==> src/pet_consts.svh <==
`ifndef PET_CONSTS_SVH
`define PET_CONSTS_SVH

// CPU bus
`define PET_ADDR_W      16      // 64 KB address space
`define PET_DATA_W      8

// Memory sizes, as address widths
`define PET_RAM_AW      15      // 32 KB main RAM, 0000-7FFF
`define PET_VRAM_AW     11      // 2 KB screen RAM
`define PET_CHAR_AW     11      // 2 KB character ROM

// Video timing inputs
`define PET_MA_W        10      // Matrix address, 1 KB of cells
`define PET_RA_W        5       // Row address within a character line

// Subclock phases, 32 per CPU cycle
`define PET_PH_W        5
`define PET_PH_FETCH    3       // Video takes the screen RAM
`define PET_PH_LOAD     5       // CPU gets it back, shift register load
`define PET_PH_LOAD_END 6
`define PET_PH_HALF     16      // Second fetch in 80 columns

// Memory map
`define PET_SCREEN_HI   4'h8    // Screen block at 8xxx

`endif
==> src/pet_pkg.sv <==
`default_nettype none

`include "pet_consts.svh"

////////////////////////////////////////////////////////////////////////////
// Bus and video types
////////////////////////////////////////////////////////////////////////////

package pet_pkg;

        // CPU side
        typedef logic [`PET_ADDR_W-1:0] addr_t;    // Full CPU address
        typedef logic [`PET_DATA_W-1:0] byte_t;    // Every memory stores bytes

        // Video side, from the external timing source
        typedef logic [`PET_MA_W-1:0]   ma_t;      // Screen cell index
        typedef logic [`PET_RA_W-1:0]   ra_t;      // Scan line in the cell

        // Subclock counter, advanced once per clk from outside
        typedef logic [`PET_PH_W-1:0]   phase_t;

endpackage

`default_nettype wire

==> src/pet_vid_if.sv <==
`timescale 1ns/1ps
`default_nettype none

// Subclock strobes, one clk behind the phase they decode
interface pet_vid_if;

        logic ce_pixel;         // Pixel enable
        logic load_sr;          // Shift register load, always with ce_pixel
        logic cpu_owns;         // 1 = CPU, 0 = video owns screen RAM
        logic fetch_half;       // Low screen RAM address bit in 80 columns

        // Decoder drives everything
        modport timing (
                output ce_pixel, load_sr, cpu_owns, fetch_half
        );

        // Screen RAM address select
        modport arbiter (
                input cpu_owns, fetch_half
        );

        // Pixel register
        modport shifter (
                input ce_pixel, load_sr
        );

endinterface

`default_nettype wire

==> src/pet_vram_arbiter.sv <==
`timescale 1ns/1ps
`default_nettype none

`include "pet_consts.svh"

module pet_vram_arbiter (
        input  wire pet_pkg::addr_t     addr_i,
        input  wire                     we_i,
        input  wire pet_pkg::ma_t       ma_i,           // Matrix address
        input  wire                     mode_80col_i,
        input  wire                     mode_2001_i,
        pet_vid_if.arbiter              vid_i,
        output logic [`PET_VRAM_AW-1:0] vram_addr_o,
        output logic                    vram_we_o,
        output logic                    vram_hit_o      // Also feeds the read mux
);

        logic [`PET_VRAM_AW-1:0] addr_cpu;
        logic [`PET_VRAM_AW-1:0] addr_vid;
        logic                    cpu_sel;

        ////////////////////////////////////////////////////////////////////////////
        // Screen window
        ////////////////////////////////////////////////////////////////////////////

        // 2001 mirrors up to 8FFF, later models stop at 87FF
        assign vram_hit_o = (addr_i[`PET_ADDR_W-1:`PET_ADDR_W-4] == `PET_SCREEN_HI) &&
                            (mode_2001_i || !addr_i[`PET_VRAM_AW]);

        // 40 columns only use the lower KB
        assign addr_cpu = mode_80col_i ? addr_i[`PET_VRAM_AW-1:0]
                                       : {1'b0, addr_i[`PET_VRAM_AW-2:0]};

        // Two cells per CPU cycle in 80 columns
        assign addr_vid = mode_80col_i ? {ma_i, vid_i.fetch_half}
                                       : {1'b0, ma_i};

        ////////////////////////////////////////////////////////////////////////////
        // Address select and write gate
        ////////////////////////////////////////////////////////////////////////////

        // On the 2001 the CPU always wins and the screen shows snow
        assign cpu_sel     = vram_hit_o && (vid_i.cpu_owns || mode_2001_i);
        assign vram_addr_o = cpu_sel ? addr_cpu : addr_vid;

        // No stall as a held write simply lands in the CPU slot
        assign vram_we_o   = we_i && vram_hit_o && vid_i.cpu_owns;

endmodule

`default_nettype wire

==> src/flat_wrapper.sv <==
// flat-port wrapper written by rule: the top's interface ports become plain ports
module pet_vram_arbiter_flat 
  (addr_i, we_i, ma_i, mode_80col_i, mode_2001_i, vram_addr_o, vram_we_o, vram_hit_o, vid_i_cpu_owns, vid_i_fetch_half);
  pet_vid_if vid_i_i ();
  input  wire pet_pkg::addr_t addr_i;
  input  wire we_i;
  input  wire pet_pkg::ma_t ma_i;
  input  wire mode_80col_i;
  input  wire mode_2001_i;
  output logic [`PET_VRAM_AW-1:0] vram_addr_o;
  output logic vram_we_o;
  output logic vram_hit_o;
  input wire logic [$bits(vid_i_i.cpu_owns)-1:0] vid_i_cpu_owns;
  input wire logic [$bits(vid_i_i.fetch_half)-1:0] vid_i_fetch_half;
  assign vid_i_i.cpu_owns = vid_i_cpu_owns;
  assign vid_i_i.fetch_half = vid_i_fetch_half;
  pet_vram_arbiter u_core (.addr_i(addr_i), .we_i(we_i), .ma_i(ma_i), .mode_80col_i(mode_80col_i), .mode_2001_i(mode_2001_i), .vid_i(vid_i_i), .vram_addr_o(vram_addr_o), .vram_we_o(vram_we_o), .vram_hit_o(vram_hit_o));
endmodule
==> config.mk <==
export PLATFORM = sky130hd
export DESIGN_NAME = pet_vram_arbiter_flat
export DESIGN_NICKNAME = d
export VERILOG_FILES = /design/src/pet_pkg.sv /design/src/pet_vid_if.sv /design/src/pet_vram_arbiter.sv /design/src/flat_wrapper.sv
export VERILOG_INCLUDE_DIRS = /design/src
export SDC_FILE = /design/constraint.sdc
export NUM_CORES = 1
export LEC_CHECK = 0
export BUFFER_PORTS_ARGS = -buffer_cell sky130_fd_sc_hd__buf_2
export CAP_MARGIN = 40
export CORE_AREA = 2 2 39 41
export DETAILED_ROUTE_END_ITERATION = 10
export DIE_AREA = 0 0 41 43
export GPL_TIMING_DRIVEN = 0
export PLACE_DENSITY = 0.63
export SYNTH_ARGS = -nofsm -noshare
export SYNTH_HDL_FRONTEND = slang
export SYNTH_SLANG_ARGS = --single-unit
==> constraint.sdc <==
create_clock -name vclk -period 1.9
set_input_delay 0.19 -clock vclk [all_inputs]
set_output_delay 0.19 -clock vclk [all_outputs]
set_load 0.01 [all_outputs]
# [After elaboration in Yosys (flattened, before gate mapping)]
# Index checks and enable logic that the tools add are counted.
[classes] add_sub_neg=0 mul=0 n_div=0 magnitude_cmp=0 n_eq_ne=1 n_shift=0 n_mux=3 n_bitwise=0 n_reduce_logical=7
[ops] cell="11-bit 2-to-1 mux" n=3
[ops] cell="4-bit == test (second input constant)" n=1
[ops] cell="1-bit logical AND" n=4
[ops] cell="1-bit logical OR" n=2
[ops] cell="1-bit zero test" n=1
[totals] ff_bits=0 latch_bits=0 ramBits=0 mem_bits_ro=0 input_bits=31 out_inout_bits=13 wordCells=11 memories=0

# [Depth between registers and ports, before layout]
[depth] ltp_word=5 ltp_mapped=4 mapped_depth_nobuf=3

# [Least setup slack after synthesis]
# OpenSTA, ideal clock, no wires.
[synth_path] kind="input port to output port" start="in addr_i[14]" end="out vram_addr_o[1]" arrival_ps=1368 required_time_ps=1710 slack_ps=342 stages=4 path_buffers=1 path_cell_list="or4b_1 > a21o_1 > buf_6 > mux2_4"
[synth_via] elab_chain_cells=4
[synth_lines] element="from (decl)" line="flat_wrapper.sv:5" text="input wire pet_pkg::addr_t addr_i;"
[synth_lines] element="4-bit == test (no source line)"
[synth_lines] element="1-bit logical AND" line="pet_vram_arbiter.sv:27" text="assign vram_hit_o = (addr_i[`PET_ADDR_W-1:`PET_ADDR_W-4] == `PET_SCREEN_HI) &&"
[synth_lines] element="1-bit logical AND" line="pet_vram_arbiter.sv:43" text="assign cpu_sel = vram_hit_o && (vid_i.cpu_owns || mode_2001_i);"
[synth_lines] element="11-bit 2-to-1 mux" line="pet_vram_arbiter.sv:44" text="assign vram_addr_o = cpu_sel ? addr_cpu : addr_vid;"
[synth_lines] element="to (decl)" line="flat_wrapper.sv:10" text="output logic [`PET_VRAM_AW-1:0] vram_addr_o;"
# No other way between the ends.

# [Final worst setup path]
[layout_path] start="in addr_i[14]" end="out vram_addr_o[7]"
# The elaborated chain is that of the path after synthesis.

==> impl_metrics.ini <==
[routing]
drt_iter0_drc = 0
drt-total-wl_um = 827
drc_errors = 0
wl_per_cell_um = 9.09
vias_per_cell = 4.36
firstDrtPassIters = 1
vias = 397
antenna_left = 0

[critical_path]
end_kind = primary output
cp_data_arrival_time_ps = 1610
slowest_delay_ps = 530
crit_top_cell = buf_2
required_ps = 1710
cpMaxStageDelayCell = or4b_1
critPathKind = input port to primary output
critical_path.startpoint_type = input port
critPathBufInv = 3
crit_family = simple AND/OR/NAND/NOR gates
crit_chain = buf_2, or4b_1, a21o_1, buf_6, mux2_4, buf_2
crit_fanout = 10

[pwr]
peakVddDrop_mv = 0.0706
p_per_area_nw_per_um2 = 213
cellLeakagePower_uw = 0.000348

[synth]
synth_top_area_frac = 0.409
postSynthNetCount = 62
syn_area_per_cell_um2 = 10.7
yosysUniqueCellTypes = 12
synth_top_cell_by_area = mux2_4
synth_area_leaders = mux2_4, mux2_2, buf_6
seq_area_frac_synth = 0
netlist_instances = 31
syn_area_um2 = 330
yosys_warnings = 0
synthTopCellsByCount = mux2_2, mux2_4, nand2_1
synth_most_common_cell = mux2_2

[final_layout]
regArea_um2 = 0
postLayoutCellArea_um2 = 571
nFillCells = 145
synthToLayoutAreaGrowth_pct = 72.7
diodes = 0
utilization = 0.412
design.seq.count = 0
final_nets = 108
drive_gt1_frac = 0.867
num-clock-buffers = 0

[placement]
gp_congestion = 0.641
io_buffers = 44
dp_slack_ps = 94.7
dpl_cell_area_um2 = 571

[floorplanning]
die_w_um = 41
die-height_um = 43
fp-row-count = 14
dieArea_um2 = 1760
ios = 44
core_um2 = 1380
start_util = 0.239

[timing]
rsz0062_at_grt = false
relSlewSlack = 0.676
worst_slack_ps = 105
slew_violations = 0
hold_viol_final = 0
fmax_ghz = 0.557
fin_tns_setup_ps = 0
post-route-min-period_ps = 1800
setup_viol = 0
tightest_slew_ps = 486
fin_crit_sh = 0.945

[min_path]
hold_path_class = input port to primary output

[cts]
cts_hold_buf = 0
ctsResizeCount = 0
cts_setup_buffers = 0

[grt]
grt.overflow.total = 0
grt_max_degree = 11
grt_pass1_vias = 378
grt_usage = 0.0989
grt_pass1_wl_um = 1330
antenna_found_initial = 0

[status]
status = finished clean

[flow_run]
cap_viol_max_count = 0
-- metal layers --
layer | up-vias | routed length, µm | global-route usage
met4 | 0 | 0 | 0
met2 | 27 | 412 | 0.197
met3 | 0 | 92 | 0
li1 | 205 | - | -
met1 | 165 | 321 | 0.114
met5 | - | 0 | 0
-- cells in the final DEF (no fill, tap or decap) --
cell | Yosys | final
mux2_4 | 9 | 9
inv_1 | 1 | 1
and3_1 | 1 | 1
buf_1 | 1 | 1
nand2_1 | 2 | 2
mux2_2 | 11 | 11
a21oi_1 | 1 | 1
mux2i_1 | 1 | 1
or4b_1 | 1 | 1
buf_2 | 0 | 44
buf_6 | 1 | 1
nand2b_1 | 1 | 1
a21o_1 | 1 | 1
-- logic make-up (layout without fill, tap and decap cells) --
group | after synthesis | after routing | share of synthesized area
multiplexers | 21 | 21 | 0.814
buffers and inverters | 3 | 47 | 0.0568
AO/OA/AOI/OAI | 2 | 2 | 0.0379
AND/OR/NAND/NOR | 5 | 5 | 0.0909
-- worst paths after layout --
| check | start | to | slack [ps] | cells after the start |
|---|---|---|---|---|
| worst min-delay path | addr_i[11] | vram_hit_o | 660 | 3 |
| worst max-delay path | addr_i[14] | vram_addr_o[7] | 100 | 6 |
-- final cells by class --
class / instances / area (µm²) / share of cell area
inverters: 1 / 3.75 / 0.00658
well taps: 16 / 20.0 / 0.0351
repair buffers: 44 / 220 / 0.386
multi-input cells: 28 / 312 / 0.546
plain buffers: 2 / 15.0 / 0.0263
-- power breakdown --
part           switching [µW]  internal [µW]
logic                    43.8           77.9
clock network               0              0
registers                   0              0
total                    43.8           77.9
-- stage by stage --
step                      total power (µW)  hold WS [ps]  cells
after floorplan                       68.2           465     31
after global placement                 121           651     91
after detailed placement               123           654     91
after CTS                              124           656     91
after global routing                   134           683     91
final                                  122           655     91
(Power assumes the default switching activity.)
