File: src/pet_consts.svh
`ifndef PET_CONSTS_SVH
`define PET_CONSTS_SVH

// CPU bus
`define PET_ADDR_W      16      // 64 KB address space
`define PET_DATA_W      8

// Memory sizes, as address widths
`define PET_RAM_AW      15      // 32 KB main RAM, 0000-7FFF
`define PET_VRAM_AW     11      // 2 KB screen RAM
`define PET_CHAR_AW     11      // 2 KB character ROM

// Video timing inputs
`define PET_MA_W        10      // Matrix address, 1 KB of cells
`define PET_RA_W        5       // Row address within a character line

// Subclock phases, 32 per CPU cycle
`define PET_PH_W        5
`define PET_PH_FETCH    3       // Video takes the screen RAM
`define PET_PH_LOAD     5       // CPU gets it back, shift register load
`define PET_PH_LOAD_END 6
`define PET_PH_HALF     16      // Second fetch in 80 columns

// Memory map
`define PET_SCREEN_HI   4'h8    // Screen block at 8xxx

`endif
File: src/pet_pkg.sv
`default_nettype none

`include "pet_consts.svh"

////////////////////////////////////////////////////////////////////////////
// Bus and video types
////////////////////////////////////////////////////////////////////////////

package pet_pkg;

        // CPU side
        typedef logic [`PET_ADDR_W-1:0] addr_t;    // Full CPU address
        typedef logic [`PET_DATA_W-1:0] byte_t;    // Every memory stores bytes

        // Video side, from the external timing source
        typedef logic [`PET_MA_W-1:0]   ma_t;      // Screen cell index
        typedef logic [`PET_RA_W-1:0]   ra_t;      // Scan line in the cell

        // Subclock counter, advanced once per clk from outside
        typedef logic [`PET_PH_W-1:0]   phase_t;

endpackage

`default_nettype wire

File: src/pet_vid_if.sv
`timescale 1ns/1ps
`default_nettype none

// Subclock strobes, one clk behind the phase they decode
interface pet_vid_if;

        logic ce_pixel;         // Pixel enable
        logic load_sr;          // Shift register load, always with ce_pixel
        logic cpu_owns;         // 1 = CPU, 0 = video owns screen RAM
        logic fetch_half;       // Low screen RAM address bit in 80 columns

        // Decoder drives everything
        modport timing (
                output ce_pixel, load_sr, cpu_owns, fetch_half
        );

        // Screen RAM address select
        modport arbiter (
                input cpu_owns, fetch_half
        );

        // Pixel register
        modport shifter (
                input ce_pixel, load_sr
        );

endinterface

`default_nettype wire

File: src/pet_pixel_shifter.sv
`timescale 1ns/1ps
`default_nettype none

`include "pet_consts.svh"

module pet_pixel_shifter (
        input  wire                     clk,
        input  wire                     arst_n_i,
        pet_vid_if.shifter              vid_i,
        input  wire pet_pkg::byte_t     vram_data_i,    // Character code
        input  wire pet_pkg::byte_t     char_data_i,    // Glyph row
        input  wire pet_pkg::ra_t       ra_i,
        input  wire                     de_i,           // Display enable
        input  wire                     gfx_i,          // Graphics vs lower case
        input  wire                     blank_i,
        input  wire                     mode_2001_i,
        output logic [`PET_CHAR_AW-1:0] char_addr_o,
        output logic                    pix_o
);

        pet_pkg::byte_t sr;             // Pixel shift register
        logic           inv;            // Reverse video for this cell
        logic           no_row;         // Rows 8 and up are gaps

        ////////////////////////////////////////////////////////////////////////////
        // Character lookup
        ////////////////////////////////////////////////////////////////////////////

        // Charset half, 7-bit code, 3-bit scan line
        assign char_addr_o = {gfx_i, vram_data_i[6:0], ra_i[2:0]};

        assign no_row = |ra_i[`PET_RA_W-1:3];

        ////////////////////////////////////////////////////////////////////////////
        // Shift register
        ////////////////////////////////////////////////////////////////////////////

        // Screen byte arrives one clk after the fetch, glyph one clk later
        always_ff @(posedge clk or negedge arst_n_i) begin
                if (!arst_n_i) begin
                        sr  <= '0;
                        inv <= 1'b0;
                end else if (vid_i.ce_pixel) begin
                        if (vid_i.load_sr) begin
                                if (de_i && !no_row) begin
                                        sr  <= char_data_i;
                                        inv <= vram_data_i[7];  // Bit 7 inverts
                                end else begin
                                        sr  <= '0;      // Border or gap row
                                        inv <= 1'b0;
                                end
                        end else begin
                                sr <= {sr[`PET_DATA_W-2:0], 1'b0};      // MSB first
                        end
                end
        end

        // Scroll blanking only exists on the 2001
        assign pix_o = (sr[`PET_DATA_W-1] ^ inv) & ~(blank_i & mode_2001_i);

endmodule

`default_nettype wire

File: src/flat_wrapper.sv
// flat-port wrapper written by rule: the top's interface ports become plain ports
module pet_pixel_shifter_flat 
  (clk, arst_n_i, vram_data_i, char_data_i, ra_i, de_i, gfx_i, blank_i, mode_2001_i, char_addr_o, pix_o, vid_i_ce_pixel, vid_i_load_sr);
  pet_vid_if vid_i_i ();
  input  wire clk;
  input  wire arst_n_i;
  input  wire pet_pkg::byte_t vram_data_i;
  input  wire pet_pkg::byte_t char_data_i;
  input  wire pet_pkg::ra_t ra_i;
  input  wire de_i;
  input  wire gfx_i;
  input  wire blank_i;
  input  wire mode_2001_i;
  output logic [`PET_CHAR_AW-1:0] char_addr_o;
  output logic pix_o;
  input wire logic [$bits(vid_i_i.ce_pixel)-1:0] vid_i_ce_pixel;
  input wire logic [$bits(vid_i_i.load_sr)-1:0] vid_i_load_sr;
  assign vid_i_i.ce_pixel = vid_i_ce_pixel;
  assign vid_i_i.load_sr = vid_i_load_sr;
  pet_pixel_shifter u_core (.clk(clk), .arst_n_i(arst_n_i), .vid_i(vid_i_i), .vram_data_i(vram_data_i), .char_data_i(char_data_i), .ra_i(ra_i), .de_i(de_i), .gfx_i(gfx_i), .blank_i(blank_i), .mode_2001_i(mode_2001_i), .char_addr_o(char_addr_o), .pix_o(pix_o));
endmodule
File: config.mk
export PLATFORM = sky130hd
export DESIGN_NAME = pet_pixel_shifter_flat
export DESIGN_NICKNAME = d
export VERILOG_FILES = /design/src/pet_pkg.sv /design/src/pet_vid_if.sv /design/src/pet_pixel_shifter.sv /design/src/flat_wrapper.sv
export VERILOG_INCLUDE_DIRS = /design/src
export SDC_FILE = /design/constraint.sdc
export NUM_CORES = 1
export LEC_CHECK = 0
export BUFFER_PORTS_ARGS = -buffer_cell sky130_fd_sc_hd__buf_2
export CAP_MARGIN = 20
export CORE_MARGIN = 2
export CORE_UTILIZATION = 40
export DETAILED_ROUTE_END_ITERATION = 7
export MAX_ROUTING_LAYER = met4
export PLACE_DENSITY = 0.78
export SLEW_MARGIN = 30
export SYNTH_ARGS = -nofsm -noshare
export SYNTH_HDL_FRONTEND = slang
export SYNTH_SLANG_ARGS = --single-unit
File: constraint.sdc
create_clock -name clk -period 2.16 [get_ports clk]
set_input_delay 0.432 -clock clk [delete_from_list [all_inputs] [get_ports clk]]
set_output_delay 0.432 -clock clk [all_outputs]
set_load 0.005 [all_outputs]
======== Word-level counts from Yosys, hierarchy flattened ========
Cells that the tools add are included.
storage, ports and cells
  register bits ........................... 9
  bits of input ports ..................... 29
  output and inout port bits .............. 12
  word-level logic and storage cells ...... 13
operators by class
  multiplexer cells ....................... 3
  bitwise gates (word level) .............. 4
  reduce and logical (&&, ||, !) cells .... 4
operator list
  kind               number
  $mux 8             2
  $and 1x1->1        2
  $reduce_and 2->1   1
  $reduce_or 2->1    1
  $logic_and 1x1->1  1
  $logic_not 1->1    1
  $mux 1             1
  $not 1->1          1
  $xor 1x1->1        1

======== Longest topological paths before layout ========
  depth in word-level cells ............... 5
  mapped depth ............................ 4
  mapped depth without buffers ............ 3

======== Least setup slack after synthesis ========
Ideal clock, no wire load.
  path kind ............................... in2reg
  start ................................... input vid_i_load_sr
  end ..................................... register u_core.sr[7]
  setup time .............................. 0.065 ns
  arrival ................................. 1.157 ns
  required time ........................... 2.095 ns
  slack ................................... 0.939 ns
  stages .................................. 4
  path buffers ............................ 1
  cell sequence ........................... buf_6 -> nand2_4 -> nor4b_4 -> a221o_2
on the way
  longest elaborated chain between the ends .. 1
ends and longest elaborated chain
  element               RTL line                 source
  start, declared       flat_wrapper.sv:17       input wire logic [$bits(vid_i_i.load_sr)-1:0] vid_i_load_sr;
  $mux 8                pet_pixel_shifter.sv:44  if (vid_i.load_sr) begin
  end signal, assigned  pet_pixel_shifter.sv:46  sr <= char_data_i;
  end signal, assigned  pet_pixel_shifter.sv:53  sr <= {sr[`PET_DATA_W-2:0], 1'b0};
  end, declared         pet_pixel_shifter.sv:21  pet_pkg::byte_t sr;
No other way between the ends.
A chain may end at the register's enable or synchronous reset.

======== Worst setup path in the final report ========
  start ................................... register u_core.inv
  end ..................................... output pix_o
on the way
  longest elaborated chain between the ends .. 2
ends and longest elaborated chain
  element                 RTL line                 source
  start, declared         pet_pixel_shifter.sv:22  logic inv;
  start signal, assigned  pet_pixel_shifter.sv:47  inv <= vram_data_i[7];
  $xor 1x1->1             pet_pixel_shifter.sv:59  assign pix_o = (sr[`PET_DATA_W-1] ^ inv) & ~(blank_i & mode_2001_i);
  $and 1x1->1             pet_pixel_shifter.sv:59
  end, declared           flat_wrapper.sv:15       output logic pix_o;
No other way between the ends.

==> summary.md <==
| Metric | Value |
|---|---|
| Lkg Pwr | 0.276 nW |
| DR DRC count | 0 |
| P&R area growth vs syn | 6.75% |
| Worst-path cell chain | o21ai_0 -> a21oi_1 -> buf_2 |
| Max Fclk | around 690 MHz |
| Antenna Nets Post-Route | 0 |
| Post-layout nets | just over 80 |
| Final Skew | approximately 3 ps |
| Yosys reg bits | 9 |
| Setup TNS | 0 ps |
| Crit-path slowest cell | dfrtp_1 |
| Syn_nets | 73 |
| Port Buffers | 18 |
| Clk Latency, worst-skew pair | 260 ps |
| RSZ-0062 raised after global routing | false |
| Row count | 12 |
| First-pass GRT wire length | roughly 1600 um |
| Via count of the first global-routing pass | roughly 350 |
| DIE WIDTH | ~40 um |
| Slew Limit Fails | 0 |
| H-tree depth | 1 |
| Via Count | between 300 and 400 |
| Setup crit end kind | output pin |
| Critical Path RT | ~1700 ps |
| Die footprint | between 0.0015 and 0.002 mm2 |
| Post-CTS Hold Buffers | 0 |
| Crit-path max cell delay | approximately 400 ps |
| PD cells | ~650 mW/mm2 |
| Multi-input logic area | 191 um2 |
| Routability cong. | around 0.73 |
| Status | finished, final reports clean |
| Die Y | approximately 40 um |
| TritonCTS buffer count | 3 |
| Core ar. | approximately 0.0012 mm2 |
| Final WL | roughly 960 um |
| Antenna Cells | 0 |
| DR vias/cell | around 5.4 |
| Maxcap violations | 0 |
| Reg clk slew, reported paths | about 70 ps |
| Hpwl dp | 703 um |
| Synthesized cell area | about 520 um2 |
| Final Instance Area | about 550 um2 |
| GRT overflow | 0 |
| Count of final setup violators | 0 |
| WL per Instance | 14.3 um |
| Post-DP Area | around 530 um2 |
| Initial core utilization | 44.9% |
| Post-synth cell types | 15 |
| Layout cells sized above 1 | 47.2% |
| IO Count | between 40 and 50 |
| Worst-margin pin slew | 518 ps |
| Peak supply drop | around 0.00028 V |
| CP delay by family, top | flip-flops |
| Sequential Area | ~230 um2 |
| Critical path launch point type | flip-flop |
| Post-CTS Resized | 0 |
| CTS sink cnt | 9 |
| Post-route minimum period | between 1000 and 1500 ps |
| Synth Area per Inst | 11.8 um2 |
| Crit share post-route | roughly 67% |
| Worst path arrival time | 1020 ps |
| Worst-path maximum fanout | 3 |
| 1st-iter DRT viols | 14 |
| Sequential share of the synthesized area | between 40% and 50% |
| Fillers | roughly 120 |
| CP Buf/Inv Count | 1 |
| Final hold vios | 0 |
| Fin util | a little under half |
| Drt first pass iters | 4 |
| Antenna violations before repair | 0 |
| Kind of critical path | reg2out |
| Largest net degree at the start of global routing | 16 |
| Root Driver | clkbuf_4 |
| Mapped Cells | 44 |
| Yosys warning count | 0 |
| Overall Global Routing Usage | between 10% and 20% |
| Post-CTS setup buffer count | 0 |
| CTS Buffer Depth | 2 |
| Min-delay worst type | in2async |
| Relative slew margins | approximately two thirds |
| CTS tree | built |
-- flip-flops by register name, summed over array words and instances, names as in the netlist --
register,cells
u_core.inv,1
u_core.sr,8
-- final timing paths --
kind / startpoint / endpoint / slack (ps) / cells past startpoint
hold reg to reg: u_core.sr[5] / u_core.sr[5] / 510 / 1
setup / recovery: u_core.inv / pix_o / 710 / 3
min in group clk: vram_data_i[7] / u_core.inv / 390 / 2
setup reg to reg: u_core.sr[6] / u_core.sr[7] / 1230 / 2
max in group asynchronous: arst_n_i / u_core.sr[4] / 1980 / 1
hold / removal: arst_n_i / u_core.sr[0] / 4 / 1
-- cell usage after synthesis (all sizes together) --
cell / n / area, um2
buf: 13 / 98.8
nand2: 2 / 15.0
a221o: 7 / 71.3
nor3b: 7 / 52.6
dfrtp: 9 / 225
o21ai: 1 / 5.00
a22o: 2 / 18.8
inv: 1 / 3.75
a21oi: 1 / 5.00
nor4b: 1 / 23.8
-- kinds of logic (layout without fill, tap and decap cells) --
kind of cell,after synthesis,count (layout),synth area share (%)
compound gates,11,11,19.3
simple gates,10,10,17.6
buf+inv,14,23,19.8
flops,9,9,43.4
-- power by group --
part	total (mW)	switching (mW)	internal, mW	leakage [nW]
registers	0.180	0.00416	0.176	0.124
clock network	0.137	0.0656	0.0714	0.0150
logic	0.0432	0.0205	0.0227	0.137
-- layout make-up --
| type | count | area share, % |
|---|---|---|
| Sequential cell | 9 | 40.6 |
| Clock buffer | 4 | 4.74 |
| Multi-Input combinational cell | 21 | 34.5 |
| Inverter | 1 | 0.677 |
| Timing Repair Buffer | 18 | 16.3 |
| Tap cell | 14 | 3.16 |
-- metal layers --
layer	GRT usage, %	vias to the layer above	routed length, um
met4	12.1	0	4
li1	-	173	-
met2	21.4	9	494
met3	3.33	2	51
met1	20.5	176	408
met5	-	-	0
-- layout by cell type (no fill, tap or decap) --
cell type	instances
clkbuf_1	1
a221o_1	6
a221o_2	1
nor4b_4	1
inv_1	1
a21oi_1	1
o21ai_0	1
a22o_2	1
nand2_4	1
a22o_1	1
nand2_1	1
buf_2	18
dfrtp_1	9
nor3b_1	7
clkbuf_4	3
-- worst reg2reg max path: stages, from the launching register on --
cell and delay, ps:
dfrtp_1 380, nor3b_1 130, a221o_2 300
-- metrics by stage --
step | cells | hold WS (ps) | worst slack [ps] | power [mW]
global placement | 63 | 289 | 741 | 0.225
global route | 67 | 2.89 | 642 | 0.384
CTS | 67 | 9.06 | 710 | 0.364
detailed placement | 63 | 295 | 681 | 0.227
floorplan | 44 | 136 | 939 | 0.221
finish | 67 | 4.41 | 707 | 0.360
No activity file was read; power rests on OpenSTA's default activity.
