<file path="src/pet_consts.svh">
`ifndef PET_CONSTS_SVH
`define PET_CONSTS_SVH

// CPU bus
`define PET_ADDR_W      16      // 64 KB address space
`define PET_DATA_W      8

// Memory sizes, as address widths
`define PET_RAM_AW      15      // 32 KB main RAM, 0000-7FFF
`define PET_VRAM_AW     11      // 2 KB screen RAM
`define PET_CHAR_AW     11      // 2 KB character ROM

// Video timing inputs
`define PET_MA_W        10      // Matrix address, 1 KB of cells
`define PET_RA_W        5       // Row address within a character line

// Subclock phases, 32 per CPU cycle
`define PET_PH_W        5
`define PET_PH_FETCH    3       // Video takes the screen RAM
`define PET_PH_LOAD     5       // CPU gets it back, shift register load
`define PET_PH_LOAD_END 6
`define PET_PH_HALF     16      // Second fetch in 80 columns

// Memory map
`define PET_SCREEN_HI   4'h8    // Screen block at 8xxx

`endif
</file>
<file path="src/pet_pkg.sv">
`default_nettype none

`include "pet_consts.svh"

////////////////////////////////////////////////////////////////////////////
// Bus and video types
////////////////////////////////////////////////////////////////////////////

package pet_pkg;

        // CPU side
        typedef logic [`PET_ADDR_W-1:0] addr_t;    // Full CPU address
        typedef logic [`PET_DATA_W-1:0] byte_t;    // Every memory stores bytes

        // Video side, from the external timing source
        typedef logic [`PET_MA_W-1:0]   ma_t;      // Screen cell index
        typedef logic [`PET_RA_W-1:0]   ra_t;      // Scan line in the cell

        // Subclock counter, advanced once per clk from outside
        typedef logic [`PET_PH_W-1:0]   phase_t;

endpackage

`default_nettype wire

</file>
<file path="src/pet_vid_if.sv">
`timescale 1ns/1ps
`default_nettype none

// Subclock strobes, one clk behind the phase they decode
interface pet_vid_if;

        logic ce_pixel;         // Pixel enable
        logic load_sr;          // Shift register load, always with ce_pixel
        logic cpu_owns;         // 1 = CPU, 0 = video owns screen RAM
        logic fetch_half;       // Low screen RAM address bit in 80 columns

        // Decoder drives everything
        modport timing (
                output ce_pixel, load_sr, cpu_owns, fetch_half
        );

        // Screen RAM address select
        modport arbiter (
                input cpu_owns, fetch_half
        );

        // Pixel register
        modport shifter (
                input ce_pixel, load_sr
        );

endinterface

`default_nettype wire

</file>
<file path="src/pet_subclock_timing.sv">
`timescale 1ns/1ps
`default_nettype none

`include "pet_consts.svh"

module pet_subclock_timing (
        input  wire                     clk,
        input  wire                     arst_n_i,
        input  wire pet_pkg::phase_t    phase_i,        // External subclock count
        input  wire                     mode_80col_i,
        pet_vid_if.timing               vid_o
);

        pet_pkg::phase_t ph_rel;        // Phase folded onto the first half
        logic            in_fetch;      // Video slot
        logic            in_load;       // Load slot
        logic            pix_slot;      // Phase that yields a pixel

        ////////////////////////////////////////////////////////////////////////////
        // Phase decode
        ////////////////////////////////////////////////////////////////////////////

        // 80 columns repeat the fetch/load pair 16 phases later
        always_comb begin
                if (mode_80col_i && phase_i >= pet_pkg::phase_t'(`PET_PH_HALF)) begin
                        ph_rel = phase_i - pet_pkg::phase_t'(`PET_PH_HALF);
                end else begin
                        ph_rel = phase_i;
                end
        end

        assign in_fetch = (ph_rel >= pet_pkg::phase_t'(`PET_PH_FETCH)) &&
                          (ph_rel <  pet_pkg::phase_t'(`PET_PH_LOAD));
        assign in_load  = (ph_rel >= pet_pkg::phase_t'(`PET_PH_LOAD)) &&
                          (ph_rel <  pet_pkg::phase_t'(`PET_PH_LOAD_END));

        // Every 2 clks in 80 columns, every 4 in 40
        assign pix_slot = mode_80col_i ? phase_i[0] : (phase_i[1:0] == 2'd1);

        ////////////////////////////////////////////////////////////////////////////
        // Registered strobes
        ////////////////////////////////////////////////////////////////////////////

        always_ff @(posedge clk or negedge arst_n_i) begin
                if (!arst_n_i) begin
                        vid_o.ce_pixel   <= 1'b0;
                        vid_o.load_sr    <= 1'b0;
                        vid_o.cpu_owns   <= 1'b1;       // CPU owns screen RAM
                        vid_o.fetch_half <= 1'b0;
                end else begin
                        vid_o.ce_pixel   <= pix_slot;
                        vid_o.load_sr    <= in_load;    // One clk wide
                        vid_o.cpu_owns   <= !in_fetch;  // Low after 3, high after 5
                        vid_o.fetch_half <= phase_i[`PET_PH_W-1];
                end
        end

        // Shifter only loads on a pixel edge, so a lone load would be lost
        a_load_on_pixel: assert property (
                @(posedge clk) disable iff (!arst_n_i)
                vid_o.load_sr |-> vid_o.ce_pixel
        ) else $error("pet_subclock_timing: load_sr without ce_pixel");

endmodule

`default_nettype wire

</file>
<file path="src/flat_wrapper.sv">
// flat-port wrapper written by rule: the top's interface ports become plain ports
module pet_subclock_timing_flat 
  (clk, arst_n_i, phase_i, mode_80col_i, vid_o_ce_pixel, vid_o_load_sr, vid_o_cpu_owns, vid_o_fetch_half);
  pet_vid_if vid_o_i ();
  input  wire clk;
  input  wire arst_n_i;
  input  wire pet_pkg::phase_t phase_i;
  input  wire mode_80col_i;
  output wire logic [$bits(vid_o_i.ce_pixel)-1:0] vid_o_ce_pixel;
  output wire logic [$bits(vid_o_i.load_sr)-1:0] vid_o_load_sr;
  output wire logic [$bits(vid_o_i.cpu_owns)-1:0] vid_o_cpu_owns;
  output wire logic [$bits(vid_o_i.fetch_half)-1:0] vid_o_fetch_half;
  assign vid_o_ce_pixel = vid_o_i.ce_pixel;
  assign vid_o_load_sr = vid_o_i.load_sr;
  assign vid_o_cpu_owns = vid_o_i.cpu_owns;
  assign vid_o_fetch_half = vid_o_i.fetch_half;
  pet_subclock_timing u_core (.clk(clk), .arst_n_i(arst_n_i), .phase_i(phase_i), .mode_80col_i(mode_80col_i), .vid_o(vid_o_i));
endmodule
</file>
<file path="config.mk">
export PLATFORM = sky130hd
export DESIGN_NAME = pet_subclock_timing_flat
export DESIGN_NICKNAME = d
export VERILOG_FILES = /design/src/pet_pkg.sv /design/src/pet_vid_if.sv /design/src/pet_subclock_timing.sv /design/src/flat_wrapper.sv
export VERILOG_INCLUDE_DIRS = /design/src
export SDC_FILE = /design/constraint.sdc
export NUM_CORES = 1
export LEC_CHECK = 0
export ABC_CLOCK_PERIOD_IN_PS = 800
export BUFFER_PORTS_ARGS = -buffer_cell sky130_fd_sc_hd__buf_2
export CAP_MARGIN = 20
export CORE_AREA = 2 2 39 41
export CTS_CLUSTER_DIAMETER = 60
export DETAILED_ROUTE_END_ITERATION = 12
export DIE_AREA = 0 0 41 43
export HOLD_SLACK_MARGIN = 0.06
export PLACE_DENSITY_LB_ADDON = 0.3
export RECOVER_POWER = 50
export REMOVE_ABC_BUFFERS = 1
export SYNTH_ARGS = -nofsm -noshare
export SYNTH_HDL_FRONTEND = slang
export SYNTH_SLANG_ARGS = --single-unit
</file>
<file path="constraint.sdc">
create_clock -name clk -period 0.8 [get_ports clk]
set_input_delay 0.08 -clock clk [delete_from_list [all_inputs] [get_ports clk]]
set_output_delay 0.08 -clock clk [all_outputs]
set_load 0.03 [all_outputs]
</file>
After elaboration in Yosys (flattened, before gate mapping) --
Index checks and enable logic that the tools add are counted.
Cells by class: $add $sub $neg 1, multipliers 0, divide/modulo/power cells 0, $lt $le $gt $ge 5, eq/ne operators 1, shift operators 0, muxes and demuxes 2, bitwise operators 0, reductions and logical operators 4
Operators with widths (number):
- $lt A5 B3 Y1 const B | 2
- $ge A5 B2 Y1 const B | 1
- $ge A5 B3 Y1 const B | 1
- $ge A5 B5 Y1 const B | 1
- $mux W5 | 1
- $sub A5 B5 Y5 const B | 1
- $logic_and A1 B1 Y1 | 3
- $eq A2 B1 Y1 const B | 1
- $logic_not A1 Y1 | 1
- $mux W1 | 1
Storage, ports and cells: bits in registers 4, bits in latches 0, RAM bits 0, ROM bits 0, bits of input ports 8, output and inout bits 4, memories kept 0

Logic depth before layout (Yosys ltp) --
Gate-level depths: netlist (run 1).
word-level depth 6, depth in mapped cells 2, depth with buffers taken out 2

Worst setup path after synthesis (run 1) --
Ideal clock, no wire load.
path type input port to flip-flop, start input phase_i[1], end register u_core.vid_o.cpu_owns, library setup time 0.083 ns, arrival 0.743 ns, required time 0.717 ns, slack -0.027 ns, stages 2, buffers on the path 0, path through or3b_1 a221o_1
Between the ends: cells in the longest elaborated chain, start to end 6
RTL lines:
- start, declared | RTL line flat_wrapper.sv:7 | input wire pet_pkg::phase_t phase_i;
- $ge A5 B5 Y1 | RTL line pet_subclock_timing.sv:25 | if (mode_80col_i && phase_i >= pet_pkg::phase_t'(`PET_PH_HALF)) begin
- $logic_and A1 B1 Y1 | RTL line pet_subclock_timing.sv:25
- $mux W5 * | RTL line pet_subclock_timing.sv:25
- $ge A5 B2 Y1 or $lt A5 B3 Y1 (tied branches) | RTL line pet_subclock_timing.sv:32, pet_subclock_timing.sv:33
- $logic_and A1 B1 Y1 * | RTL line pet_subclock_timing.sv:32 | assign in_fetch = (ph_rel >= pet_pkg::phase_t'(`PET_PH_FETCH)) &&
- $logic_not A1 Y1 * | RTL line pet_subclock_timing.sv:53 | vid_o.cpu_owns <= !in_fetch;
- end signal, assigned | RTL line pet_subclock_timing.sv:53
- end, declared | RTL line pet_vid_if.sv:14 | output ce_pixel, load_sr, cpu_owns, fetch_half
Every way passes the cells marked *; elsewhere a longest branch is shown, timed or not.

Final worst setup path (run 1) --
start register u_core.vid_o.cpu_owns, end output vid_o_cpu_owns
RTL lines:
- end, declared | RTL line flat_wrapper.sv:11 | output wire logic [$bits(vid_o_i.cpu_owns)-1:0] vid_o_cpu_owns;
No word-level cell between the ends.

==> out/qor.yml, run 1 <==
placed_design:
  dp_cells: 39
  pre_cts_ws_ps: -175
  io_buffer_count: 11
  gp_congestion: 0.588
final_layout:
  instances_no_fill: 45
  seq_area_um2: 101
  layout-drive-gt1-share: 0.483
  antenna_cells: 0
  num-fill-cells: 154
  final_common_cell: "buf_2"
  layout_common_cells: "6 x buf_2, 4 x buf_6, 3 x clkbuf_4, 3 x clkbuf_1, 3 x dfrtp_1"
  multi_input_area_um2: 46.3
  finish.utilization: 0.217
  nNetsFinal: 38
  area_growth_pct: 98.3
setup_path:
  crit_family: "flip-flops"
  critPathKind: "flop to primary output"
  worstPathCellList: "buf_6"
  cp-end-kind: "primary output"
  critPathMaxStageDelay_ps: 510
  crit_fanout: 1
  critPathArrivalTime_ps: 860
  crit_required_ps: 720
  crit_slowest_cell: "dfstp_2"
  cp.buffers_inverters: 1
  setup.worst_path.start_class: "flop"
timing:
  finalCriticalPeriod_ps: 944
  fin_hold_ws_ps: 25.6
  worst_slack_ps: -144
  drv_slew: 0
  max-slew-margin-rel: 0.779
  clock.fmax_mhz: 1060
  hold_viol: 0
  fin_crit_sh: 1.18
  grt_setup_unrepaired: "yes"
  worst_slew_pin_slew_ps: 323
  setup_violations: 4
die:
  dieArea_um2: 1760
  die_w_um: 41
  initial_core_util: 0.109
  core_um2: 1380
  num_rows: 14
  pin_count: 12
  fp.dieH_um: 43
synth:
  synthTopCellsByArea: "dfrtp_1 50%, dfstp_2 17%, a221o_1 6.6%"
  postSynthAreaPerCell_um2: 13.8
  synth.cell_area_um2: 151
  ys_types: 9
  synth_top_area_frac: 0.496
  ys_ff_latch: 4
  synthCells: 11
  post-synth-top-area-cell: "dfrtp_1"
  ys_seq_area_frac: 0.669
  yosys_warnings: 0
outcome:
  status: "complete, but fails checks"
  violations: "negative setup slack"
min_path:
  hold_class: "primary input to flop"
cts:
  clk_pin_slew_worst_paths_ps: 40
  cts_tree: "done"
  ctsHoldBuffers: 2
  clockBufferDepth: 2
  cts_sinks: 4
  cts_root_buf: "clkbuf_4"
  cts_buffers: 3
  htree_levels: 1
pwr:
  pwr-share-comb: 0.146
  power.clock.fraction: 0.477
  swShare: 0.232
  leakagePower_nw: 0.138
  peakVddDrop_uv: 448
  internal-power_mw: 0.444
  seq_power_share: 0.377
  powerDensity_nw_per_um2: 1930
  switchingPower_mw: 0.134
routing:
  drt-initial-drc-count: 3
  wirelength_um: 376
  wire_per_inst_um: 8.36
  antenna_left: 0
  vias_per_cell: 3.71
  detail_route.first_pass.iterations: 4
  drc_errors: 0
  vias: 167
run:
  cap_violations: 0
global_route:
  antenna_found_initial: 0
  grt_overflow_total: 0
  grt_pass1_vias: 172
  grt_first_pass_wirelength_um: 641
  grt_max_degree: 5
  grt_use_total: 0.0586
power by group through the flow:
stage / clock network (mW) / registers [mW] / logic [mW]
finish: 0.276 / 0.218 / 0.0845
detailed placement: 0 / 0.219 / 0.0705
global placement: 0 / 0.218 / 0.0664
global route: 0.302 / 0.219 / 0.0938
floorplan: 0 / 0.238 / 0.0107
CTS: 0.292 / 0.218 / 0.0883
registers in the layout, summed over array words and instances, names as in the netlist:
register                 cells
u_core.vid_o.load_sr         1
u_core.vid_o.ce_pixel        1
u_core.vid_o.cpu_owns        1
u_core.vid_o.fetch_half      1
logic make-up (layout without fill, tap and decap cells):
| group | after synthesis | in the layout | synth area share |
|---|---|---|---|
| AO/OA/AOI/OAI | 3 | 3 | 0.174 |
| buffers and inverters | 1 | 19 | 0.0248 |
| flip-flops | 4 | 4 | 0.669 |
| AND/OR/NAND/NOR | 3 | 3 | 0.132 |
cell type report:
cell class                 instances  area share
clock buffer                       4      0.0875
inverter                           1      0.0125
multi-input combinational          6       0.154
sequential                         4       0.337
tap                               16      0.0667
timing repair buffer              14       0.342
Yosys cell counts:
cell	count
a221o_1	1
dfrtp_1	3
dfstp_2	1
nand3b_1	1
nand2_1	1
inv_1	1
a21boi_0	1
a2111oi_0	1
or3b_1	1
path summary, 6_finish.rpt:
path	slack, ps	cells after the start	from	endpoint
max in group asynchronous	350	2	arst_n_i	u_core.vid_o.cpu_owns
worst max-delay path	-140	1	u_core.vid_o.cpu_owns	vid_o_cpu_owns
worst min-delay path	30	2	phase_i[3]	u_core.vid_o.load_sr
min in group asynchronous	200	2	arst_n_i	u_core.vid_o.ce_pixel
through the flow:
stage | total power, mW | setup TNS, ps | area [um^2]
floorplan | 0.249 | -26.6 | 151
global placement | 0.285 | -166 | 234
detailed placement | 0.289 | -180 | 234
CTS | 0.599 | -279 | 305
global route | 0.615 | -322 | 300
finish | 0.578 | -223 | 300
metal layers:
| layer | global-route usage | up-vias | wire length (um) |
|---|---|---|---|
| met1 | 0.0656 | 76 | 159 |
| met3 | 0.0314 | 0 | 62 |
| met5 | 0 | - | 0 |
| met2 | 0.0719 | 14 | 154 |
| li1 | - | 77 | - |
| met4 | 0.0600 | 0 | 0 |
what timing repair did:
action | 4_1_cts | 5_1_grt
endpoints found under the setup margin | 4 | 4
endpoints found under the hold margin | 6 | 1
gates resized for setup | 8 | 0
setup buffers | 0 | 0
Note: power is estimated with default switching activity, not from simulation.
==> run 2: changes to the inputs <==
--- a/config.mk
+++ b/config.mk
@@ -14,7 +14,7 @@
 export DETAILED_ROUTE_END_ITERATION = 12
 export DIE_AREA = 0 0 41 43
 export HOLD_SLACK_MARGIN = 0.06
-export PLACE_DENSITY_LB_ADDON = 0.3
+export PLACE_DENSITY = 0.38
 export RECOVER_POWER = 50
 export REMOVE_ABC_BUFFERS = 1
 export SYNTH_ARGS = -nofsm -noshare
==> run 2 against run 1 <==
Against the previous run:
- the run still ends with negative setup slack left
- via count down 10%
- cell count increased by 2.2%
- critical endpoint unchanged
- critical path depth is the same
- final area increased by 3.8%
==> out/qor.yml, run 2 (synthesis gave the netlist of run 1 again) <==
setup_path:
  critPathArrivalTime_ps: 870  # was 860 ps
  critPathLaunch: "u_core.vid_o.cpu_owns"  # unchanged
  crit_slowest_cell: "dfstp_2"  # unchanged
  setup.worst_path.start_class: "flop"  # unchanged
  crit_fanout: 1  # unchanged
  cp-end-kind: "primary output"  # unchanged
  critPathMaxStageDelay_ps: 510  # about the same
  cp.buffers_inverters: 1  # unchanged
  crit_family: "flip-flops"  # unchanged
  critPathKind: "flop to primary output"  # unchanged
  crit_required_ps: 720  # about the same
  worstPathCellList: "buf_6"  # unchanged
timing:
  grt_setup_unrepaired: "yes"  # unchanged
  fin_hold_ws_ps: 33.5  # was 25.6 ps
  max-slew-margin-rel: 0.732  # was 0.779
  finalCriticalPeriod_ps: 947  # was 944 ps
  worst_slew_pin_slew_ps: 392  # was 323 ps
  fin_crit_sh: 1.18  # about the same
  worst_slack_ps: -147  # was -144 ps
  setup_violations: 4  # unchanged
  clock.fmax_mhz: 1060  # about the same
  drv_slew: 0  # unchanged
  hold_viol: 0  # unchanged
pwr:
  powerDensity_nw_per_um2: 1870  # was 1930 nW/um^2
  leakagePower_nw: 0.146  # was 0.138 nW
  peakVddDrop_uv: 339  # was 448 uV
placed_design:
  pre_cts_ws_ps: -170  # was -175 ps
  hpwlAfterDp_um: 285
  dpl-instance-area_um2: 241  # was 234 um^2
  dp_cells: 40  # was 39
  gp_congestion: 0.591  # was 0.588
  io_buffer_count: 11  # unchanged
final_layout:
  final_common_cell: "buf_2"  # unchanged
  nNetsFinal: 39  # was 38
  antenna_cells: 0  # unchanged
  layout_common_cells: "6 x buf_2, 4 x buf_6, 3 x clkbuf_4, 3 x dfrtp_1"  # was 6 x buf_2, 4 x buf_6, 3 x clkbuf_4, 3 x clkbuf_1, 3 x dfrtp_1
  layout-drive-gt1-share: 0.533  # was 0.483
  area_growth_pct: 106  # was 98.3%
  instances_no_fill: 46  # was 45
  num-fill-cells: 159  # was 154
  design_area_um2: 312  # was 300 um^2
die:
  fp.dieH_um: 43  # unchanged
  die_w_um: 41  # unchanged
  num_rows: 14  # unchanged
  dieArea_um2: 1760  # unchanged
  core_um2: 1380  # unchanged
  pin_count: 12  # unchanged
  initial_core_util: 0.109  # unchanged
outcome:
  status: "complete, but fails checks"  # unchanged
  violations: "negative setup slack"  # unchanged
global_route:
  grt_pass1_vias: 150  # was 172
  grt_max_degree: 5  # unchanged
  grt_overflow_total: 0  # unchanged
  grt_first_pass_wirelength_um: 565  # was 641 um
  grt_use_total: 0.0576  # was 0.0586
  antenna_found_initial: 0  # unchanged
routing:
  drc_errors: 0  # unchanged
  vias: 150  # was 167
  drt-initial-drc-count: 1  # was 3
  detail_route.first_pass.iterations: 2  # was 4
  antenna_left: 0  # unchanged
  wirelength_um: 344  # was 376 um
  vias_per_cell: 3.26  # was 3.71
  wire_per_inst_um: 7.48  # was 8.36 um
run:
  cap_violations: 0  # unchanged
cts:
  ctsHoldBuffers: 2  # unchanged
  clockBufferDepth: 2  # unchanged
  cts_tree: "done"  # unchanged
  htree_levels: 1  # unchanged
  clk_pin_slew_worst_paths_ps: 40  # about the same
  cts_sinks: 4  # unchanged
  cts_buffers: 3  # unchanged
  cts_root_buf: "clkbuf_4"  # unchanged
  post_cts_buffers: 0  # unchanged
min_path:
  timing.hold.worst_endpoint: "u_core.vid_o.load_sr"  # unchanged
  hold_path_depth: 2  # unchanged
  min_from: "phase_i[3]"  # unchanged
  hold_class: "primary input to flop"  # unchanged
[run 2: cell count changes in the layout (fill, tap and decap cells not counted)]
cell	change
buf_4	+2
clkbuf_1	-1
[run 2: power breakdown]
group | total (mW) | leakage, nW | internal (mW) | switching (mW)
combinational | 0.0897 | 0.0831 | 0.0476 | 0.0422
clock | 0.275 | 0.0150 | 0.187 | 0.0871
sequential | 0.218 | 0.0483 | 0.214 | 0.00366
total | 0.582 | 0.146 | 0.449 | 0.133
[run 2: through the flow]
stage	TNS [ps]	power [mW]	util
floorplan	-26.6	0.249	-
global placement	-180	0.288	0.175
detailed placement	-212	0.291	0.175
CTS	-237	0.599	0.226
global route	-303	0.628	0.225
finish	-187	0.582	0.225
[run 2: repair_timing]
| item | CTS | global route |
|---|---|---|
| cloned | 0 | 0 |
| gates resized for setup | 8 | 0 |
| endpoints found under the hold margin | 6 | 1 |
| endpoints found under the setup margin | 4 | 4 |
[run 2: how the worst max path moves through the flow]
stage | depth (start not counted) | end
floorplan | 2 | u_core.vid_o.cpu_owns
global placement | 3 | u_core.vid_o.cpu_owns
detailed placement | 3 | u_core.vid_o.cpu_owns
CTS | 1 | vid_o_cpu_owns
global route | 1 | vid_o_cpu_owns
finish | 1 | vid_o_cpu_owns
[run 2: routing by layer]
metal | wire length, um | up-vias | track usage
li1 | - | 78 | -
met1 | 124 | 60 | 0.0492
met2 | 141 | 12 | 0.0594
met3 | 78 | 0 | 0.0419
met4 | 0 | 0 | 0.100
met5 | 0 | - | 0
[run 2: final cells by class]
class | instances | area, um^2 | share of cell area
repair buffers | 15 | 114 | 0.365
flip-flops and latches | 4 | 101 | 0.325
multi-input cells | 6 | 46.3 | 0.149
clock buffers | 4 | 26.3 | 0.0843
well taps | 16 | 20.0 | 0.0643
inverters | 1 | 3.75 | 0.0120
